## src/design/sb_bus_pkg.sv

```systemverilog
// Bus word and address types, bus widths and the bytes-per-word constant
// shared by every simple bus block
package sb_bus_pkg;

        // Bus widths
        localparam int SB_ADDR_WIDTH = 32;
        localparam int SB_DATA_WIDTH = 32;

        // Byte address as seen on the bus
        typedef logic [SB_ADDR_WIDTH-1:0] sb_addr_t;

        // Data word on the write and read paths
        typedef logic [SB_DATA_WIDTH-1:0] sb_word_t;

        // Word index of a byte offset is offset / SB_WORD_BYTES
        localparam int SB_WORD_BYTES = SB_DATA_WIDTH / 8;

endpackage

```

## src/design/sb_map_pkg.sv

```systemverilog
// Address map definitions: slave window type, slave count and
// interval timer register offsets
package sb_map_pkg;

        import sb_bus_pkg::*;

        // One slave window, base included and limit excluded
        typedef struct packed {
                sb_addr_t base;
                sb_addr_t limit;
        } sb_range_t;

        // Slave ports behind the interconnect
        localparam int SB_NUM_SLAVES = 3;

        // Interval timer registers, byte offsets from the timer base
        localparam sb_addr_t TIMER_CTRL = 32'h0000_0000;
        localparam sb_addr_t TIMER_PERIOD = 32'h0000_0004;
        localparam sb_addr_t TIMER_COUNT = 32'h0000_0008;
        localparam sb_addr_t TIMER_STATUS = 32'h0000_000c;

endpackage

```

## src/design/simple_bus.sv

```systemverilog
// Simple strobe bus interface with initiator and target modports
`timescale 1ns/1ps

interface simple_bus;

        import sb_bus_pkg::*;

        // Request, driven by the initiator
        sb_addr_t address;
        logic write_strobe;
        logic read_strobe;
        sb_word_t write_data;

        // Response, driven by the target
        sb_word_t read_data;
        logic read_valid;
        logic ready;

        modport initiator (
                output address,
                output write_strobe,
                output read_strobe,
                output write_data,
                input read_data,
                input read_valid,
                input ready
        );

        modport target (
                input address,
                input write_strobe,
                input read_strobe,
                input write_data,
                output read_data,
                output read_valid,
                output ready
        );

endinterface

```

## src/design/bus_interconnect.sv

```systemverilog
// Registered one-master address decoder to NUM_SLAVES targets, with the
// OR/AND merged return path registered back to the master
`timescale 1ns/1ps

module bus_interconnect #(
        parameter int NUM_SLAVES = 1,
        parameter sb_map_pkg::sb_range_t [NUM_SLAVES-1:0] SLAVE_MAP = '0
) (
        input logic clock,
        input logic rst_n,
        simple_bus.target master,
        simple_bus.initiator slaves [NUM_SLAVES]
);

        import sb_bus_pkg::*;

        // Return lines gathered from the slave interfaces
        sb_word_t slave_read_data [NUM_SLAVES];
        logic [NUM_SLAVES-1:0] slave_read_valid;
        logic [NUM_SLAVES-1:0] slave_ready;
        sb_word_t merged_read_data;

        for (genvar i = 0; i < NUM_SLAVES; i++) begin : gen_slave
                logic hit;

                // Half-open window check
                assign hit = (master.address >= SLAVE_MAP[i].base) &&
                             (master.address < SLAVE_MAP[i].limit);

                // Non-matching slaves see an all-zero request
                always_ff @(posedge clock) begin
                        if (!rst_n || !hit) begin
                                slaves[i].address <= '0;
                                slaves[i].write_strobe <= 1'b0;
                                slaves[i].read_strobe <= 1'b0;
                                slaves[i].write_data <= '0;
                        end else begin
                                slaves[i].address <= master.address;
                                slaves[i].write_strobe <= master.write_strobe;
                                slaves[i].read_strobe <= master.read_strobe;
                                slaves[i].write_data <= master.write_data;
                        end
                end

                assign slave_read_data[i] = slaves[i].read_data;
                assign slave_read_valid[i] = slaves[i].read_valid;
                assign slave_ready[i] = slaves[i].ready;
        end

        // Idle slaves hold read_data at zero, so a plain OR merges them
        always_comb begin
                merged_read_data = '0;
                for (int i = 0; i < NUM_SLAVES; i++) begin
                        merged_read_data = merged_read_data | slave_read_data[i];
                end
        end

        always_ff @(posedge clock) begin
                if (!rst_n) begin
                        master.read_data <= '0;
                        master.read_valid <= 1'b0;
                        master.ready <= 1'b0;
                end else begin
                        master.read_data <= merged_read_data;
                        master.read_valid <= |slave_read_valid;
                        // Master may issue only when every slave is ready
                        master.ready <= &slave_ready;
                end
        end

endmodule

```

## src/design/interval_timer.sv

```systemverilog
// Interval timer with control, period, count and status registers,
// acting as a simple bus target
`timescale 1ns/1ps

module interval_timer #(
        parameter sb_bus_pkg::sb_addr_t BASE = '0
) (
        input logic clock,
        input logic rst_n,
        simple_bus.target bus
);

        import sb_bus_pkg::*;
        import sb_map_pkg::*;

        logic enable;
        sb_word_t period;
        sb_word_t count;
        logic wrap_flag;
        logic wrap;
        sb_addr_t reg_offset;
        sb_word_t read_word;

        assign reg_offset = bus.address - BASE;

        // Also catches a period lowered below the running count
        assign wrap = enable && (count >= period);

        // Control and period writes; count is read-only
        always_ff @(posedge clock) begin
                if (!rst_n) begin
                        enable <= 1'b0;
                        period <= '0;
                end else if (bus.write_strobe) begin
                        case (reg_offset)
                                TIMER_CTRL: enable <= bus.write_data[0];
                                TIMER_PERIOD: period <= bus.write_data;
                                default: ;
                        endcase
                end
        end

        always_ff @(posedge clock) begin
                if (!rst_n) begin
                        count <= '0;
                end else if (wrap) begin
                        count <= '0;
                end else if (enable) begin
                        count <= count + 1'b1;
                end
        end

        // A wrap in the same cycle as the clearing write still sets the flag
        always_ff @(posedge clock) begin
                if (!rst_n) begin
                        wrap_flag <= 1'b0;
                end else if (wrap) begin
                        wrap_flag <= 1'b1;
                end else if (bus.write_strobe && (reg_offset == TIMER_STATUS)) begin
                        wrap_flag <= 1'b0;
                end
        end

        always_comb begin
                case (reg_offset)
                        TIMER_CTRL: read_word = {{($bits(sb_word_t) - 1){1'b0}}, enable};
                        TIMER_PERIOD: read_word = period;
                        TIMER_COUNT: read_word = count;
                        TIMER_STATUS: read_word = {{($bits(sb_word_t) - 1){1'b0}}, wrap_flag};
                        default: read_word = '0;
                endcase
        end

        // Same response timing as the register banks
        always_ff @(posedge clock) begin
                if (!rst_n) begin
                        bus.read_data <= '0;
                        bus.read_valid <= 1'b0;
                        bus.ready <= 1'b0;
                end else begin
                        bus.read_valid <= bus.read_strobe;
                        bus.read_data <= bus.read_strobe ? read_word : '0;
                        bus.ready <= 1'b1;
                end
        end

endmodule

```

## src/design/register_bank.sv

```systemverilog
// Word-addressed register bank acting as a simple bus target
`timescale 1ns/1ps

module register_bank #(
        parameter int DEPTH = 16,
        parameter sb_bus_pkg::sb_addr_t BASE = '0
) (
        input logic clock,
        input logic rst_n,
        simple_bus.target bus
);

        import sb_bus_pkg::*;

        localparam int INDEX_WIDTH = $clog2(DEPTH);

        sb_word_t storage [DEPTH];
        sb_addr_t word_offset;
        logic [INDEX_WIDTH-1:0] word_index;

        // Interconnect forwards only in-window requests, so the low bits suffice
        assign word_offset = (bus.address - BASE) / SB_WORD_BYTES;
        assign word_index = word_offset[INDEX_WIDTH-1:0];

        // Storage
        always_ff @(posedge clock) begin
                if (!rst_n) begin
                        for (int i = 0; i < DEPTH; i++) begin
                                storage[i] <= '0;
                        end
                end else if (bus.write_strobe) begin
                        storage[word_index] <= bus.write_data;
                end
        end

        // One-cycle read response, data zero outside it
        always_ff @(posedge clock) begin
                if (!rst_n) begin
                        bus.read_data <= '0;
                        bus.read_valid <= 1'b0;
                        bus.ready <= 1'b0;
                end else begin
                        bus.read_valid <= bus.read_strobe;
                        if (bus.read_strobe) begin
                                bus.read_data <= storage[word_index];
                        end else begin
                                bus.read_data <= '0;
                        end
                        // Never busy once out of reset
                        bus.ready <= 1'b1;
                end
        end

endmodule

```

## src/design/sb_subsystem.sv

```systemverilog
// Simple bus subsystem top level: plain master ports, address decoder,
// two register banks and an interval timer
`timescale 1ns/1ps

module sb_subsystem (
        input logic clock,
        input logic rst_n,
        input sb_bus_pkg::sb_addr_t sb_address,
        input logic sb_write_strobe,
        input logic sb_read_strobe,
        input sb_bus_pkg::sb_word_t sb_write_data,
        output sb_bus_pkg::sb_word_t sb_read_data,
        output logic sb_read_valid,
        output logic sb_ready
);

        import sb_map_pkg::*;

        // Address map
        localparam sb_range_t BANK0_RANGE = '{base: 32'h0000_0000, limit: 32'h0000_0040};
        localparam sb_range_t BANK1_RANGE = '{base: 32'h0000_1000, limit: 32'h0000_1020};
        localparam sb_range_t TIMER_RANGE = '{base: 32'h0000_2000, limit: 32'h0000_2010};
        localparam int BANK0_DEPTH = 16;
        localparam int BANK1_DEPTH = 8;

        // Slave port 0 is bank 0, 1 is bank 1, 2 is the timer
        localparam sb_range_t [SB_NUM_SLAVES-1:0] SLAVE_MAP =
                {TIMER_RANGE, BANK1_RANGE, BANK0_RANGE};

        simple_bus master_bus ();
        simple_bus slave_bus [SB_NUM_SLAVES] ();

        assign master_bus.address = sb_address;
        assign master_bus.write_strobe = sb_write_strobe;
        assign master_bus.read_strobe = sb_read_strobe;
        assign master_bus.write_data = sb_write_data;
        assign sb_read_data = master_bus.read_data;
        assign sb_read_valid = master_bus.read_valid;
        assign sb_ready = master_bus.ready;

        bus_interconnect #(
                .NUM_SLAVES(SB_NUM_SLAVES),
                .SLAVE_MAP(SLAVE_MAP)
        ) interconnect_inst (
                .clock(clock),
                .rst_n(rst_n),
                .master(master_bus),
                .slaves(slave_bus)
        );

        register_bank #(
                .DEPTH(BANK0_DEPTH),
                .BASE(BANK0_RANGE.base)
        ) bank0_inst (
                .clock(clock),
                .rst_n(rst_n),
                .bus(slave_bus[0])
        );

        register_bank #(
                .DEPTH(BANK1_DEPTH),
                .BASE(BANK1_RANGE.base)
        ) bank1_inst (
                .clock(clock),
                .rst_n(rst_n),
                .bus(slave_bus[1])
        );

        interval_timer #(
                .BASE(TIMER_RANGE.base)
        ) timer_inst (
                .clock(clock),
                .rst_n(rst_n),
                .bus(slave_bus[2])
        );

endmodule

```

## config.mk

```make
export PLATFORM = sky130hd
export DESIGN_NAME = sb_subsystem
export DESIGN_NICKNAME = d
export VERILOG_FILES = /design/src/design/sb_bus_pkg.sv /design/src/design/sb_map_pkg.sv /design/src/design/simple_bus.sv /design/src/design/bus_interconnect.sv /design/src/design/interval_timer.sv /design/src/design/register_bank.sv /design/src/design/sb_subsystem.sv
export SDC_FILE = /design/constraint.sdc
export NUM_CORES = 2
export LEC_CHECK = 0
export BUFFER_PORTS_ARGS = -buffer_cell sky130_fd_sc_hd__buf_2
export CAP_MARGIN = 20
export CORE_MARGIN = 2
export CORE_UTILIZATION = 35
export DETAILED_ROUTE_END_ITERATION = 10
export PLACE_DENSITY_LB_ADDON = 0.15
export SLEW_MARGIN = 30
export SYNTH_ARGS = -nofsm -noshare
export SYNTH_HDL_FRONTEND = slang
export SYNTH_SLANG_ARGS = --single-unit
```

## constraint.sdc

```tcl
create_clock -name clock -period 4.7 [get_ports clock]
set_input_delay 0.235 -clock clock [delete_from_list [all_inputs] [get_ports clock]]
set_output_delay 0.235 -clock clock [all_outputs]
set_load 0.05 [all_outputs]
```

==> results.ini <==
[grt]
grt_use_met3_pct=3.92
grt_pass1_vias=27000
grt_overflow=0
antenna_found_initial=17
grt_use_met2_pct=33.2
grt_max_degree=107
busiest_layer=met2
grt_usage_pct=20.2
grt_pass1_wl_um=193000
grtUsageMet1_pct=27.1

[sta]
max_slew.worst_pin.slew_ns=0.978
report.final.slew_viol_count=0
tns_ns=0
period_share_pct=69.2
rsz0062_at_grt=no
slew_headroom_pct=34.6
max_freq_mhz=307
whs_ns=0.0859
min_period_ns=3.25
fin_skew_ns=0.0342
setup_viol=0
finalHoldViolations=0

[pwr]
power_density_nw_per_um2=394
finalPower_mw=20.9
ir_worst_vdd_v=0.000303
cellLeakagePower_nw=18.2

[hold_path]
min_from=sb_address[12]
hold_class=input pin to flip-flop
hold-path-cell-count=4
holdPathEnd=interconnect_inst.slaves[1].address[2]

[yosys]
synth_area_um2=45500
synth_seq_cells=1109
synth_edf_count=768
yosys-top-cells-area=edfxtp_1, dfxtp_1, and2_1
yosysWarnings=0
ys.flop_type=edfxtp_1
synth_top_area_cell=edfxtp_1
synth_cell_types=57
synthArstFlopShare_pct=0
synth.most_common_cell=and2_1
avgSynthCellArea_um2=14.7
yosysTopAreaCellShare_pct=50.7
synth_cells=3092
synthTopCellsByCount=and2_1, edfxtp_1, dfxtp_1, mux4_2, clkbuf_1
ys_seq_area_share_pct=65.6

[detailed_routing]
drc=0
drt-initial-drc-count=2449
vias=25800
dr.pass1.iters=5
viasPerCell=5.05
ant_nets=0
finalWirelength_um=133000
post_drt_wl_per_cell_um=26.0

[floorplanning]
die_x_um=365
core-area_um2=129000
io_pins=102
initial_core_util_pct=35.2
die_area_um2=133000
die_h_um=365
num_rows=132

[clock_network]
cts_made_buffers=120
cts_tree=built
htreeDepth=3
clock_latency_ns=0.72
cts.sinks=1109
postCtsResizedCells=0
clk_pin_slew_ns=0.06
root_buffer=clkbuf_16
post_cts_buffers=0
clockBufferDepth=3
cts_hold_buf=41

[setup_path]
slowest_stage=buf_4
required_ns=5.29
critPathLaunchType=input pin
endpoint_kind=flip-flop
reg2reg_from=interconnect_inst.slaves[0].address[2]
reg2reg_depth=5
r2r_end=bank0_inst.bus.read_data[6]
critical-path-max-stage-delay_ns=0.56
rrSetupSlack_ns=1.61
crit_chain=dlygate4sd3_1 > buf_6 > nor4b_1 > nand4_1 > nor3_2 > nor4b_2 > buf_4 > and2_1
worst-setup-path-type=input pin to flip-flop
critPathMaxFanout=38
crit_arrival_ns=3.84

[placed_design]
post_dp_cell_area_um2=48700
portBuffers=101
place.gp.congestion=0.821
dp_hpwl_um=81900

[layout]
drive_above_1_share_pct=19.4
finalNetCount=3351
finish.instance_area_um2=53100
area_growth_pct=16.6
fin_util_pct=41.1

[outcome]
outcome=finished clean

[job]
maxCapViolCount=0

[layout make-up]
class | instances | area (um2)
inverters | 39 | 146
clock inverters | 33 | 412
fillers | 11700 | 76200
multi-input cells | 1755 | 15100
diodes | 8 | 20.0
clock buffers | 193 | 3530
well taps | 1742 | 2180
flip-flops and latches | 1109 | 29900
repair buffers | 224 | 1830
[state kept, by name (all words and copies together) (netlist names), 32 cells and up]
signal,cells
bank1_inst.bus.read_data,32
timer_inst.count,32
bank0_inst.storage,512
interconnect_inst.master.read_data,32
timer_inst.bus.read_data,32
timer_inst.period,32
interconnect_inst.slaves.write_data,96
interconnect_inst.slaves.address,39
bank1_inst.storage,256
bank0_inst.bus.read_data,32
[power breakdown]
group | total, mW | switching (mW) | internal, mW
Clock | 9.47 | 3.87 | 5.60
Sequential | 10.9 | 0.107 | 10.8
Combinational | 0.605 | 0.377 | 0.228
[worst max-delay path: cells and delay by family]
kind | cells | cell delay [ns]
and+or+nand+nor | 5 | 2.00
buffers and inverters | 3 | 1.51
[logic make-up after synthesis]
logic type / count (synthesis) / synth area share [%]
AO/OA/AOI/OAI: 117 / 1.93
XOR/XNOR: 33 / 0.651
adder cells (fa/ha/maj): 34 / 0.934
buffers and inverters: 254 / 2.20
flip-flops: 1109 / 65.6
multiplexers: 291 / 12.6
other: 1 / 0.00824
AND/OR/NAND/NOR: 1253 / 16.0
[metrics by stage]
step | instances | setup WS [ns]
2_1_floorplan | 3118 | 0.643
3_5_place_dp | 4826 | 1.39
6_report | 5103 | 1.45
5_1_grt | 5095 | 1.36
3_3_place_gp | 4819 | 1.23
4_1_cts | 5093 | 1.54
[cells in the final DEF, fill, tap and decap left out, types with 8 or more instances in the layout]
cell,count
diode_2,8
nand2_1,98
mux2i_1,66
and2_1,878
nor3_2,9
xnor2_1,9
nand3_1,18
o31a_1,33
edfxtp_1,768
a21oi_1,8
buf_16,8
conb_1,27
dlygate4sd3_1,41
dfxtp_1,334
nand4_1,14
buf_12,10
nor2_1,116
ha_1,34
buf_2,100
nor4_1,10
o21ai_4,19
a22oi_1,32
clkbuf_8,19
bufinv_16,9
clkbuf_16,123
xor2_1,23
mux4_2,225
inv_1,38
nor2_2,15
buf_4,62
clkinv_2,12
and3_1,43
clkbuf_1,51
[worst max path at each step]
stage	start	endpoint	slack, ns	depth (start not counted)
2_1_floorplan	interconnect_inst.slaves[0].address[3]	bank0_inst.storage[14][0]	0.64	5
3_3_place_gp	rst_n	interconnect_inst.slaves[0].address[2]	1.23	7
3_5_place_dp	rst_n	interconnect_inst.slaves[0].address[2]	1.39	7
4_1_cts	rst_n	interconnect_inst.slaves[0].address[2]	1.54	8
5_1_grt	rst_n	interconnect_inst.slaves[0].address[2]	1.36	8
6_report	rst_n	interconnect_inst.slaves[0].address[2]	1.45	8
[per-layer routing]
metal	part of all wire [%]	wire [um]
met4	2.6	3520
met2	48	63800
met3	6.3	8330
met5	0	0
met1	43	57200
Note: power is estimated with default switching activity, not from simulation.
